===== src/rtl/soc_pkg.sv =====
`default_nettype none

package soc_pkg;

    // bus widths
    localparam int addr_w = 16;
    localparam int data_w = 32;
    localparam int strb_w = data_w / 8;     // one strobe per byte
    localparam int resp_w = 2;

    // devices
    localparam int sram_words = 256;
    localparam int sram_idx_w = $clog2(sram_words);
    localparam int gpio_outputs = 4;

    // address map, bit 15 picks the region
    localparam int region_bit = 15;
    localparam logic [addr_w-1:0] sram_base = 16'h0000;
    localparam logic [addr_w-1:0] gpio_base = 16'h8000;

    // AXI response codes
    localparam logic [resp_w-1:0] resp_okay = 2'b00;
    localparam logic [resp_w-1:0] resp_slverr = 2'b10;

endpackage

`default_nettype wire


===== src/rtl/axil_gpio.sv =====
`timescale 1ns/1ps
`default_nettype none

module axil_gpio
    import soc_pkg::*;
(
    input  logic clk,
    input  logic arst_n,
    input  logic [addr_w-1:0] awaddr,
    input  logic awvalid,
    output logic awready,
    input  logic [data_w-1:0] wdata,
    input  logic [strb_w-1:0] wstrb,
    input  logic wvalid,
    output logic wready,
    output logic [resp_w-1:0] bresp,
    output logic bvalid,
    input  logic bready,
    input  logic [addr_w-1:0] araddr,
    input  logic arvalid,
    output logic arready,
    output logic [data_w-1:0] rdata,
    output logic [resp_w-1:0] rresp,
    output logic rvalid,
    input  logic rready,
    output logic [soc_pkg::gpio_outputs-1:0] gpio_outputs
);

    logic wr_go;
    logic rd_go;
    logic wr_hit;
    logic rd_hit;

    // only offset 0 is mapped
    assign wr_hit = awaddr == gpio_base;
    assign rd_hit = araddr == gpio_base;

    assign wr_go   = awvalid & wvalid & ~bvalid;
    assign awready = wr_go;
    assign wready  = wr_go;
    assign arready = ~rvalid;
    assign rd_go   = arvalid & arready;

    always_ff @(posedge clk or negedge arst_n) begin
        if (!arst_n) begin
            bvalid       <= 1'b0;
            rvalid       <= 1'b0;
            gpio_outputs <= '0;
        end else begin
            if (wr_go) begin
                bvalid <= 1'b1;
            end else if (bready) begin
                bvalid <= 1'b0;
            end
            if (rd_go) begin
                rvalid <= 1'b1;
            end else if (rready) begin
                rvalid <= 1'b0;
            end
            if (wr_go && wr_hit && wstrb[0]) begin
                gpio_outputs <= wdata[soc_pkg::gpio_outputs-1:0];   // low bits of byte 0
            end
        end
    end

    always_ff @(posedge clk) begin
        if (wr_go) begin
            bresp <= wr_hit ? resp_okay : resp_slverr;
        end
        if (rd_go) begin
            rdata <= rd_hit ? data_w'(gpio_outputs) : '0;
            rresp <= rd_hit ? resp_okay : resp_slverr;
        end
    end

endmodule

`default_nettype wire


===== config.mk =====
export PLATFORM = sky130hd
export DESIGN_NAME = axil_gpio
export DESIGN_NICKNAME = d
export VERILOG_FILES = /design/src/rtl/soc_pkg.sv /design/src/rtl/axil_gpio.sv
export SDC_FILE = /design/constraint.sdc
export NUM_CORES = 1
export LEC_CHECK = 0
export BUFFER_PORTS_ARGS = -buffer_cell sky130_fd_sc_hd__buf_4
export CAP_MARGIN = 20
export CORE_AREA = 3 3 60 62
export CTS_CLUSTER_DIAMETER = 200
export DETAILED_ROUTE_END_ITERATION = 16
export DIE_AREA = 0 0 63 65
export GPL_ROUTABILITY_DRIVEN = 0
export PLACE_DENSITY = 0.76
export SLEW_MARGIN = 10
export SYNTH_ARGS = -nofsm -noshare
export SYNTH_HDL_FRONTEND = slang
export SYNTH_SLANG_ARGS = --single-unit

===== constraint.sdc =====
create_clock -name clk -period 1.1 [get_ports clk]
set_input_delay 0.11 -clock clk [delete_from_list [all_inputs] [get_ports clk]]
set_output_delay 0.11 -clock clk [all_outputs]
set_load 0.01 [all_outputs]

### Yosys cells after proc, flatten, opt, wreduce, memory -nomap -nowiden

Cells that the tools add are included.

| operators by class | value |
|---|---|
| eq/ne operators | 2 |
| muxes and demuxes | 6 |
| bitwise logic cells | 5 |
| reductions and logical operators | 4 |

Operators by type and width:

| cell | count |
|---|---|
| equality test 16 bit, second input constant | 2 |
| two-way mux 1 bit | 4 |
| two-way mux 2 bit | 2 |
| nonzero test 2 bit | 2 |
| AND 1 bit | 3 |
| logical AND 1 bit | 2 |
| NOT 1 bit | 2 |

| word-level totals | value |
|---|---|
| flip-flop bits (word level) | 42 |
| input port bits | 75 |
| output and inout port bits | 45 |
| logic and storage cells | 24 |

### Depth between registers and ports, before layout

| logic depth | value |
|---|---|
| word-level depth | 4 |
| depth in mapped cells | 4 |
| mapped depth without buffers | 4 |

### Least setup slack after synthesis

No wires, ideal clock.

| path | value |
|---|---|
| path kind | input to register |
| start | in awaddr[12] |
| end | reg gpio_outputs[0] |
| library setup time | 0.125 ns |
| arrival | 1.164 ns |
| data required time | 0.975 ns |
| path slack | -0.189 ns |
| stages on the path | 4 |
| path buffers | 0 |
| path through | nor4b_1 > nand4_1 > nor3_4 > mux2_2 |

| on the way | value |
|---|---|
| longest elaborated chain between the ends | 3 |

Ends and longest elaborated chain:

| what | line | text |
|---|---|---|
| from (decl) | axil_gpio.sv:9 | `input logic [addr_w-1:0] awaddr,` |
| equality test 16 bit | axil_gpio.sv:35 | `assign wr_hit = awaddr == gpio_base;` |
| logical AND 1 bit (2 in a row) | axil_gpio.sv:60 | `if (wr_go && wr_hit && wstrb[0]) begin` |
| to (signal assigned) | axil_gpio.sv:61 | `gpio_outputs <= wdata[soc_pkg::gpio_outputs-1:0];` |
| to (decl) | axil_gpio.sv:26 | `output logic [soc_pkg::gpio_outputs-1:0] gpio_outputs` |

Every way passes these cells.
A chain may end at the register's enable or synchronous reset.

### Final worst setup path

| path | value |
|---|---|
| start | reg bvalid |
| end | reg gpio_outputs[2] |

| on the way | value |
|---|---|
| longest elaborated chain between the ends | 4 |

Ends and longest elaborated chain:

| what | line | text |
|---|---|---|
| from (decl) | axil_gpio.sv:17 | `output logic bvalid,` |
| from (signal assigned) | axil_gpio.sv:46 | `bvalid <= 1'b0;` |
| from (signal assigned) | axil_gpio.sv:51 | `bvalid <= 1'b1;` |
| from (signal assigned) | axil_gpio.sv:53 | `bvalid <= 1'b0;` |
| NOT 1 bit | axil_gpio.sv:38 | `assign wr_go = awvalid & wvalid & ~bvalid;` |
| AND 1 bit | axil_gpio.sv:38 |  |
| logical AND 1 bit (2 in a row) | axil_gpio.sv:60 |  |

Every way passes these cells.

==> results.json <==
{
  "outcome": "finished, violations left",
  "violations": "setup timing",
  "grt.total_usage_pct": 8.08,
  "arrival_ns": 1.46,
  "grt_max_degree": 8,
  "cts_root_buffer": "clkbuf_4",
  "synthMuxAreaShare_pct": 5.88,
  "setup_viol": 6,
  "vias_per_cell": 3.60,
  "synth_xor_area_share_pct": 0,
  "clk_path_buf_depth": 2,
  "insertedDiodeCount": 0,
  "cp_max_fo": 4,
  "avgSynthCellArea_um2": 10.6,
  "critPathKind": "reg -> reg",
  "grt-ovfl-total": 0,
  "nets": 211,
  "clk_pin_slew_ns": 0.07,
  "drt-pass1-iter-count": 2,
  "rows": 20,
  "pre_cts_slack_ns": -0.435,
  "min_period_ns": 1.31,
  "ir_drop_mv": 0.238,
  "numClockSinks": 12,
  "fmax_mhz": 761,
  "fill_cells": 305,
  "hold_path_class": "in -> reg",
  "vias": 645,
  "cts_tree": "yes",
  "portBuffers": 58,
  "post_dp_cell_area_um2": 1150,
  "synth_top_family_by_area": "buffers and inverters",
  "timing.final.ws_setup_ns": -0.214,
  "setup_tns_ns": -1.09,
  "wl_mm": 1.85,
  "yosysUniqueCellTypes": 16,
  "grt_setup_unrepaired": "yes",
  "initial_core_util_pct": 24.9,
  "synthesis.area_um2": 766,
  "synth.area.top_cells": "buf_4 30%, edfxtp_1 24%, dfrtp_1 20%",
  "synthCells": 72,
  "yosys_warnings": 0,
  "synth_compound_area_share_pct": 1.63,
  "fin_crit_sh_pct": 119,
  "synthToLayoutAreaGrowth_pct": 59.3,
  "yosys.area.top_type": "buf_4",
  "yosys.area_share.adder_pct": 0,
  "worst_setup_path_end_kind": "register",
  "dieHeight_um": 65,
  "ys_ff_latch": 12,
  "grt_first_pass_wirelength_mm": 2.63,
  "final_common_cell": "buf_4",
  "htreeDepth": 1,
  "clock_latency_ns": 0.26,
  "final_cell_mix": "60 x buf_4, 30 x conb_1, 6 x nor4_1, 6 x edfxtp_1, 6 x dfrtp_1",
  "ys_seq_area_share_pct": 43.1,
  "hpwl_mm": 1.61,
  "die_w_um": 63,
  "start_kind": "register",
  "pin_count": 120,
  "dp.cells": 173,
  "fin_area_um2": 1220,
  "power_mw": 1.05,
  "r2r_cells": 4,
  "hold_path_depth": 2,
  "fin_cells": 179,
  "grt_pass1_vias": 619,
  "placeableCoreArea_um2": 3080,
  "antenna_found_initial": 0,
  "drt_iter0_drc": 11,
  "remaining_drc_errors": 0,
  "maxSlewViolCount": 0,
  "drtAntennaViolNets": 0,
  "maxCapViolations": 0,
  "skew_ns": 0.00575,
  "hold_viol_final": 0,
  "worst_ep_required_time_ns": 1.25,
  "drive_gt1_share_pct": 53.3,
  "die_area_um2": 4100,
  "p_leak_nw": 0.625,
  "yosys.area_share.simple_pct": 16.0,
  "wl_per_cell_um": 10.3,
  "synth_top_area_share_pct": 30.4,
  "cts_buffers": 3,
  "power_density_nw_per_um2": 860
}
## worst paths after layout
kind,start,to,slack [ns]
min,rready,rvalid,0.02
min in group asynchronous,arst_n,gpio_outputs[1],0.19
max reg2reg,bvalid,gpio_outputs[2],-0.21
min reg2reg,gpio_outputs[0],gpio_outputs[0],0.54
max in group asynchronous,arst_n,rvalid,0.79
max,bvalid,gpio_outputs[2],-0.21
## critical path, cell delays in order (launching register included)
cell	delay (ns)
dfrtp_1	0.39
inv_2	0.08
nand3_4	0.07
nor3_4	0.31
mux2_4	0.34
## Yosys cell counts
cell type / count
conb_1: 1
inv_1: 5
edfxtp_1: 6
nor4_1: 6
o21ai_0: 1
mux2_2: 4
buf_4: 31
nand4_1: 1
o21bai_1: 1
nor4b_1: 2
and2_1: 4
dfrtp_1: 6
nand3_1: 1
nor3_4: 1
and4_1: 1
nor2b_1: 1
## report_power, final
group	internal, mW	switching [mW]	total, mW
clock network	0.131	0.132	0.263
logic	0.156	0.128	0.284
registers	0.493	0.00939	0.502
## per-stage QoR
step,hold WS (ns),utilization [%]
floorplan,-0.186,-
global placement,-0.0779,37.2
detailed placement,-0.0777,37.2
CTS,0.0152,39.6
global route,0.0138,39.6
finish,0.0180,39.6
## per-layer routing
metal | routed length [um] | vias to the layer above | track usage (%)
li1 | - | 310 | -
met1 | 547 | 298 | 7.44
met2 | 1120 | 33 | 15.9
met3 | 135 | 4 | 1.21
met4 | 46 | 0 | 5.79
met5 | 0 | - | 0
## registers in the layout, indices dropped and copies added, names as in the netlist
register	flops
gpio_outputs	4
rvalid	1
bvalid	1
bresp	1
rdata	4
rresp	1
## logic make-up (layout without fill, tap and decap cells)
| group | after synthesis | after routing |
|---|---|---|
| AO/OA/AOI/OAI | 2 | 2 |
| buffers and inverters | 36 | 70 |
| flip-flops | 12 | 12 |
| multiplexers | 4 | 4 |
| other | 1 | 30 |
| AND/OR/NAND/NOR | 17 | 17 |
## what timing repair did
action,in CTS,in global routing
hold endpoints to repair,6,0
pin swaps,2,1
hold buffers,1,0
endpoints found under the setup margin,6,6
setup buffers,1,0
gates resized for setup,9,0
## area by class of cell
class                      instances  area (um2)  area share, %
sequential                        12         330           27.1
multi-input combinational         53         327           26.8
inverter                           5        21.3           1.74
tap                               44        55.1           4.51
clock buffer                       3        22.5           1.85
clock inverter                     1        3.75          0.308
timing repair buffer              61         460           37.7
No activity file was read; power rests on OpenSTA's default activity.
