==> src/rtl/soc_pkg.sv <==
`default_nettype none

package soc_pkg;

    // bus widths
    localparam int addr_w = 16;
    localparam int data_w = 32;
    localparam int strb_w = data_w / 8;     // one strobe per byte
    localparam int resp_w = 2;

    // devices
    localparam int sram_words = 256;
    localparam int sram_idx_w = $clog2(sram_words);
    localparam int gpio_outputs = 4;

    // address map, bit 15 picks the region
    localparam int region_bit = 15;
    localparam logic [addr_w-1:0] sram_base = 16'h0000;
    localparam logic [addr_w-1:0] gpio_base = 16'h8000;

    // AXI response codes
    localparam logic [resp_w-1:0] resp_okay = 2'b00;
    localparam logic [resp_w-1:0] resp_slverr = 2'b10;

endpackage

`default_nettype wire

==> src/rtl/axil_interconnect.sv <==
`timescale 1ns/1ps
`default_nettype none

module axil_interconnect
    import soc_pkg::*;
(
    input  logic clk,
    input  logic arst_n,

    // instruction-fetch master
    input  logic [addr_w-1:0] if_awaddr,
    input  logic if_awvalid,
    output logic if_awready,
    input  logic [data_w-1:0] if_wdata,
    input  logic [strb_w-1:0] if_wstrb,
    input  logic if_wvalid,
    output logic if_wready,
    output logic [resp_w-1:0] if_bresp,
    output logic if_bvalid,
    input  logic if_bready,
    input  logic [addr_w-1:0] if_araddr,
    input  logic if_arvalid,
    output logic if_arready,
    output logic [data_w-1:0] if_rdata,
    output logic [resp_w-1:0] if_rresp,
    output logic if_rvalid,
    input  logic if_rready,

    // data master
    input  logic [addr_w-1:0] d_awaddr,
    input  logic d_awvalid,
    output logic d_awready,
    input  logic [data_w-1:0] d_wdata,
    input  logic [strb_w-1:0] d_wstrb,
    input  logic d_wvalid,
    output logic d_wready,
    output logic [resp_w-1:0] d_bresp,
    output logic d_bvalid,
    input  logic d_bready,
    input  logic [addr_w-1:0] d_araddr,
    input  logic d_arvalid,
    output logic d_arready,
    output logic [data_w-1:0] d_rdata,
    output logic [resp_w-1:0] d_rresp,
    output logic d_rvalid,
    input  logic d_rready,

    // sram slave
    output logic [addr_w-1:0] sram_awaddr,
    output logic sram_awvalid,
    input  logic sram_awready,
    output logic [data_w-1:0] sram_wdata,
    output logic [strb_w-1:0] sram_wstrb,
    output logic sram_wvalid,
    input  logic sram_wready,
    input  logic [resp_w-1:0] sram_bresp,
    input  logic sram_bvalid,
    output logic sram_bready,
    output logic [addr_w-1:0] sram_araddr,
    output logic sram_arvalid,
    input  logic sram_arready,
    input  logic [data_w-1:0] sram_rdata,
    input  logic [resp_w-1:0] sram_rresp,
    input  logic sram_rvalid,
    output logic sram_rready,

    // gpio slave
    output logic [addr_w-1:0] gpio_awaddr,
    output logic gpio_awvalid,
    input  logic gpio_awready,
    output logic [data_w-1:0] gpio_wdata,
    output logic [strb_w-1:0] gpio_wstrb,
    output logic gpio_wvalid,
    input  logic gpio_wready,
    input  logic [resp_w-1:0] gpio_bresp,
    input  logic gpio_bvalid,
    output logic gpio_bready,
    output logic [addr_w-1:0] gpio_araddr,
    output logic gpio_arvalid,
    input  logic gpio_arready,
    input  logic [data_w-1:0] gpio_rdata,
    input  logic [resp_w-1:0] gpio_rresp,
    input  logic gpio_rvalid,
    output logic gpio_rready
);

    // grants are one-hot, bit 0 for if_, bit 1 for d_
    logic [1:0] wr_gnt;
    logic [1:0] rd_gnt;
    logic wr_last;
    logic rd_last;
    logic wr_tgt;                           // 1 selects gpio
    logic rd_tgt;
    logic wr_win;
    logic rd_win;
    logic wr_done;
    logic rd_done;

    logic [addr_w-1:0] m_awaddr;
    logic [addr_w-1:0] m_araddr;
    logic m_awvalid;
    logic m_wvalid;
    logic m_bready;
    logic m_arvalid;
    logic m_rready;
    logic s_awready;
    logic s_wready;
    logic s_bvalid;
    logic s_arready;
    logic s_rvalid;

    // round robin, the master not served last wins a tie
    function automatic logic pick(input logic if_req, input logic d_req, input logic last);
        if (if_req && d_req) begin
            return ~last;
        end
        return d_req;
    endfunction

    assign wr_win = pick(if_awvalid, d_awvalid, wr_last);
    assign rd_win = pick(if_arvalid, d_arvalid, rd_last);

    // granted master toward the slaves
    assign m_awaddr  = wr_gnt[1] ? d_awaddr : if_awaddr;
    assign m_awvalid = (wr_gnt[0] & if_awvalid) | (wr_gnt[1] & d_awvalid);
    assign m_wvalid  = (wr_gnt[0] & if_wvalid) | (wr_gnt[1] & d_wvalid);
    assign m_bready  = (wr_gnt[0] & if_bready) | (wr_gnt[1] & d_bready);
    assign m_araddr  = rd_gnt[1] ? d_araddr : if_araddr;
    assign m_arvalid = (rd_gnt[0] & if_arvalid) | (rd_gnt[1] & d_arvalid);
    assign m_rready  = (rd_gnt[0] & if_rready) | (rd_gnt[1] & d_rready);

    assign sram_awaddr  = m_awaddr;
    assign gpio_awaddr  = m_awaddr;
    assign sram_wdata   = wr_gnt[1] ? d_wdata : if_wdata;
    assign gpio_wdata   = sram_wdata;
    assign sram_wstrb   = wr_gnt[1] ? d_wstrb : if_wstrb;
    assign gpio_wstrb   = sram_wstrb;
    assign sram_awvalid = m_awvalid & ~wr_tgt;
    assign gpio_awvalid = m_awvalid & wr_tgt;
    assign sram_wvalid  = m_wvalid & ~wr_tgt;
    assign gpio_wvalid  = m_wvalid & wr_tgt;
    assign sram_bready  = m_bready & ~wr_tgt;
    assign gpio_bready  = m_bready & wr_tgt;

    assign sram_araddr  = m_araddr;
    assign gpio_araddr  = m_araddr;
    assign sram_arvalid = m_arvalid & ~rd_tgt;
    assign gpio_arvalid = m_arvalid & rd_tgt;
    assign sram_rready  = m_rready & ~rd_tgt;
    assign gpio_rready  = m_rready & rd_tgt;

    // selected slave back toward the masters
    assign s_awready = wr_tgt ? gpio_awready : sram_awready;
    assign s_wready  = wr_tgt ? gpio_wready : sram_wready;
    assign s_bvalid  = wr_tgt ? gpio_bvalid : sram_bvalid;
    assign s_arready = rd_tgt ? gpio_arready : sram_arready;
    assign s_rvalid  = rd_tgt ? gpio_rvalid : sram_rvalid;

    assign if_awready = wr_gnt[0] & s_awready;
    assign d_awready  = wr_gnt[1] & s_awready;
    assign if_wready  = wr_gnt[0] & s_wready;
    assign d_wready   = wr_gnt[1] & s_wready;
    assign if_bvalid  = wr_gnt[0] & s_bvalid;
    assign d_bvalid   = wr_gnt[1] & s_bvalid;
    assign if_bresp   = wr_tgt ? gpio_bresp : sram_bresp;
    assign d_bresp    = if_bresp;

    assign if_arready = rd_gnt[0] & s_arready;
    assign d_arready  = rd_gnt[1] & s_arready;
    assign if_rvalid  = rd_gnt[0] & s_rvalid;
    assign d_rvalid   = rd_gnt[1] & s_rvalid;
    assign if_rdata   = rd_tgt ? gpio_rdata : sram_rdata;
    assign d_rdata    = if_rdata;
    assign if_rresp   = rd_tgt ? gpio_rresp : sram_rresp;
    assign d_rresp    = if_rresp;

    assign wr_done = s_bvalid & m_bready;
    assign rd_done = s_rvalid & m_rready;

    always_ff @(posedge clk or negedge arst_n) begin
        if (!arst_n) begin
            wr_gnt  <= 2'b00;
            wr_last <= 1'b1;
            wr_tgt  <= 1'b0;
        end else if (wr_gnt == 2'b00) begin
            if (if_awvalid || d_awvalid) begin
                wr_gnt  <= wr_win ? 2'b10 : 2'b01;
                wr_last <= wr_win;
                wr_tgt  <= wr_win ? d_awaddr[region_bit] : if_awaddr[region_bit];
            end
        end else if (wr_done) begin
            wr_gnt <= 2'b00;                // channel idle from the next cycle
        end
    end

    always_ff @(posedge clk or negedge arst_n) begin
        if (!arst_n) begin
            rd_gnt  <= 2'b00;
            rd_last <= 1'b1;
            rd_tgt  <= 1'b0;
        end else if (rd_gnt == 2'b00) begin
            if (if_arvalid || d_arvalid) begin
                rd_gnt  <= rd_win ? 2'b10 : 2'b01;
                rd_last <= rd_win;
                rd_tgt  <= rd_win ? d_araddr[region_bit] : if_araddr[region_bit];
            end
        end else if (rd_done) begin
            rd_gnt <= 2'b00;
        end
    end

endmodule

`default_nettype wire

==> config.mk <==
export PLATFORM = sky130hd
export DESIGN_NAME = axil_interconnect
export DESIGN_NICKNAME = d
export VERILOG_FILES = /design/src/rtl/soc_pkg.sv /design/src/rtl/axil_interconnect.sv
export SDC_FILE = /design/constraint.sdc
export NUM_CORES = 1
export LEC_CHECK = 0
export BUFFER_PORTS_ARGS = -buffer_cell sky130_fd_sc_hd__buf_2
export CAP_MARGIN = 20
export CORE_AREA = 2 2 180 182
export DETAILED_ROUTE_END_ITERATION = 12
export DIE_AREA = 0 0 182 184
export PLACE_DENSITY = 0.38
export SLEW_MARGIN = 20
export SYNTH_ARGS = -nofsm -noshare
export SYNTH_HDL_FRONTEND = slang
export SYNTH_SLANG_ARGS = --single-unit
==> constraint.sdc <==
create_clock -name clk -period 1.8 [get_ports clk]
set_input_delay 0.09 -clock clk [delete_from_list [all_inputs] [get_ports clk]]
set_output_delay 0.09 -clock clk [all_outputs]
set_load 0.01 [all_outputs]
[Word-level counts from Yosys, hierarchy flattened]
Cells that the tools add are included.
Storage, ports and cells
  input port bits: 230
  word-level logic and storage cells: 89
  register bits: 8
Operators by class
  reductions and logical operators: 12
  eq/ne operators: 2
  mux-type cells: 28
  bitwise logic cells: 41
Operators by type and width (number)
  32-bit 2-to-1 mux: 2
  1-bit bitwise AND: 32
  16-bit 2-to-1 mux: 2
  2-bit 2-to-1 mux: 10
  1-bit 2-to-1 mux: 13
  2-bit AND reduction: 4
  1-bit bitwise OR: 5
  2-bit logical NOT: 2
  4-bit 2-to-1 mux: 1
  2-bit by 1-bit != test with 1-bit output, second input constant: 2
  1-bit NOT: 4
  2-bit nonzero test: 2
  1-bit logical AND: 2
  1-bit logical OR: 2

[Logic depth before layout (Yosys ltp)]
  depth in word-level cells: 6
  gate-level depth with buffers: 5
  depth with buffers taken out: 3

[Least setup slack after synthesis]
Ideal clock, no wire load.
  path type: reg2out
  start: reg rd_gnt[1]
  end: out sram_araddr[0]
  stages on the path, launching flop included: 5
  arrival: 1241 ps
  slack: 469 ps
  cell sequence: dfrtp_1 > buf_2 > buf_2 > mux2_2 > buf_4
Between the ends
  longest elaborated chain between the ends: 1
Ends and longest elaborated chain
  start: declaration: RTL line axil_interconnect.sv:89  | logic [1:0] rd_gnt;
  start signal: assignment: RTL line axil_interconnect.sv:203  | rd_gnt <= rd_win ? 2'b10 : 2'b01;
  16-bit 2-to-1 mux: RTL line axil_interconnect.sv:128  | assign m_araddr = rd_gnt[1] ? d_araddr : if_araddr;
  end: declaration: RTL line axil_interconnect.sv:59  | output logic [addr_w-1:0] sram_araddr,
Every way passes these cells.

[Worst setup path in the final report]
  start: reg rd_tgt
  end: out if_rdata[17]
Between the ends
  longest elaborated chain between the ends: 1
Ends and longest elaborated chain
  start: declaration: RTL line axil_interconnect.sv:93  | logic rd_tgt;
  start signal: assignment: RTL line axil_interconnect.sv:205  | rd_tgt <= rd_win ? d_araddr[region_bit] : if_araddr[region_bit];
  32-bit 2-to-1 mux: RTL line axil_interconnect.sv:172  | assign if_rdata = rd_tgt ? gpio_rdata : sram_rdata;
  end: declaration: RTL line axil_interconnect.sv:24  | output logic [data_w-1:0] if_rdata,
Every way passes these cells.

==> summary.txt <==
Pre-CTS setup slack: 0.3507 ns
Synth Area in Compound Gates: 6.586%
Nets: 869
Clock skew: 0.0005138 ns
Avg Cell Area, Syn: 9.206 um^2
Main combinational cell family by area after synthesis: multiplexers
Port buffer count: 457
I/O pin total: 458
Slack of the critical path: 0.09966 ns
Cell internal pwr: 3.125 mW
Post-Synth Simple-Gate Area: 5.698%
Worst hold path type: primary input to flip-flop
Clock Latency Late Sink: 0.24 ns
Crit end category: output pin
Post-Synthesis Cells: 291
Worst path arrival time: 1.61 ns
Register clock-pin slew on the reported worst setup and hold paths: 0.04 ns
Crit path buffers/inverters: 2
Syn_nets: 521
First-pass DRT Iterations: 4
Sequential cell area: 203.9 um^2
Clock Sinks: 8
Final instance area: 4771 um^2
Yosys top cell by area: mux2_2
CTS tree: yes
Status: complete, no violations
Worst setup SP type: flip-flop
Die area: 33490 um^2
VDD IR-drop max: 0.2943 mV
Critical path, cell by cell: buf_12 > mux2_2 > buf_2
Max clock buf depth: 2
Largest net degree at the start of global routing: 38
Critical path class: flip-flop to output pin
DR vias/cell: 3.176
Fin. Hold Viols: 0
ANT cells: 0
Synth Cell Area: 2679 um^2
Post-DP HPWL: 11470 um
Setup Viol. Count Final: 0
DR iter-0 viols: 79
Vias in the first global route: 3030
Initial Util: 8.533%
Slew Limit Fails: 0
Max Freq: 588.1 MHz
Pwr/cell area: 1259 nW/um^2
Area occupied by multi-input gates: 1598 um^2
# rows: 65
Top cells by area, synth: mux2_2, buf_4, dfrtp_1, nor2b_1, buf_2
Post-cts resize count: 0
DIE WIDTH: 182 um
Tcrit/Tclk final: 94.46%
CTS root buffer: clkbuf_16
Max_slew headroom: 74.71%
Sw frac: 47.98%
Flop pwr share: 7.5%
Crit-path max cell delay: 0.53 ns
Clk pwr share: 6.8%
Static leakage: 2.565 nW
CP Max Fanout: 37
Adder-Cell Fraction of Synth Area: 0%
Combinational Power Share: 85.7%
Synthesis warning total: 0
Max-cap check violation count: 0
Psw: 2.883 mW
Gp weighted congestion: 0.7441
Distinct cells, synth: 27
Post-synthesis xor/xnor area fraction: 0%
Fin cells: 1040
Gr usage total: 6.360%
Critical-path top delay cell: dfrtp_1
Top cell type's share of synthesized area: 43.72%
Dpl cell area: 4682 um^2
Crit path max-delay family: flip-flops
Fill cells: 3608
WP data required: 1.71 ns
Measured slew at the worst slew-check pin: 0.3793 ns
Setup TNS Final: 0 ns
Remaining DRCs: 0
Seq/Total Area, Yosys: 7.567%
Drt wl/cell: 12.05 um
Initial antenna violation count: 0
First-pass GRT wire length: 16660 um
H-tree depth reported by CTS: 1
Grt ovf: 0
Core area: 31390 um^2
Area delta synth->final: 78.09%
Vias: 3303
Number of synthesized register bits: 8
Total Wirelength: 12530 um
Minimum clock period: 1.700 ns
Clock buffer count from CTS: 3
Placed insts: 1035
Antenna Violating Nets Remaining: 0
RSZ-0062 raised after global routing: no
Layout cells sized above 1: 90.91%
Die Span Y: 184 um
Multiplexer area fraction after synthesis: 47.36%
[layout make-up]
cell class,instances,area share [%]
clock buffers,4,1.652
multi-input cells,161,33.49
flip-flops and latches,8,4.275
well taps,402,10.54
repair buffers,465,50.04
[cells in the final DEF (no fill, tap or decap), types with 3 or more instances in the layout]
master / Yosys / routed
a22oi_1: 4 / 4
nor2_1: 9 / 9
clkbuf_16: 0 / 3
dfrtp_1: 6 / 5
buf_4: 105 / 4
mux2i_1: 6 / 6
nor2b_1: 14 / 14
mux2_2: 104 / 104
buf_2: 15 / 457
buf_12: 0 / 3
[worst paths after layout]
| check | startpoint | slack (ns) | endpoint | cells past startpoint |
|---|---|---|---|---|
| min in group asynchronous | arst_n | 0.25 | wr_tgt | 2 |
| setup / recovery | rd_tgt | 0.1 | if_rdata[17] | 3 |
| hold / removal | if_arvalid | 0.07 | rd_last | 2 |
| max in group asynchronous | arst_n | 1.28 | rd_last | 2 |
| hold reg to reg | wr_last | 0.53 | wr_last | 2 |
| setup reg to reg | rd_tgt | 0.41 | rd_gnt[0] | 3 |
[kinds of logic (layout without fill, tap and decap cells)]
| logic type | Yosys count | count (layout) |
|---|---|---|
| flops | 8 | 8 |
| compound gates | 20 | 20 |
| buf+inv | 122 | 469 |
| simple gates | 29 | 29 |
| mux | 112 | 112 |
[cell usage after synthesis (all sizes together)]
master,count
a21boi,2
a21oi,2
a22o,2
a22oi,5
a31oi,2
and2b,1
buf,121
clkbuf,1
dfrtp,6
dfstp,2
mux2,105
mux2i,7
nand2,2
nor2,9
nor2b,14
nor3,2
o21ai,1
o31ai,2
o32ai,2
o41ai,2
or2,1
[through the flow]
step                      power, mW  hold WS, ns  utilization [%]
after detailed placement      5.656     -0.01132            14.91
after global routing          6.447      0.08631            15.20
after global placement        5.711     -0.01143            14.91
after CTS                     6.107      0.06324            15.20
after floorplan               4.402      -0.2056                -
final                         6.008      0.06938            15.20
[metal layers]
| layer | vias up | track usage, % | part of all wire, % |
|---|---|---|---|
| met4 | 0 | 1.935 | 1.8 |
| li1 | 1606 | - | - |
| met3 | 11 | 0.9311 | 6.7 |
| met2 | 194 | 11.76 | 53 |
| met5 | - | 0 | 0 |
| met1 | 1492 | 7.561 | 39 |
[repair_timing]
item | in CTS | in global routing
hold endpoints to repair | 8 | 0
buffers inserted | 0 | 0
hold buffers | 1 | 0
[registers in the layout, indices dropped and copies added, names as in the netlist]
name     flops
rd_gnt       2
wr_last      1
rd_tgt       1
wr_tgt       1
wr_gnt       2
rd_last      1
[power by group through the flow]
stage          sequential, mW  combinational (mW)  clock, mW
3_3_place_gp            0.456                5.26          0
2_1_floorplan           0.330                4.07          0
3_5_place_dp            0.459                5.20          0
4_1_cts                 0.458                5.22      0.428
5_1_grt                 0.476                5.53      0.438
6_report                0.453                5.15      0.408
No activity file was read; power rests on OpenSTA's default activity.
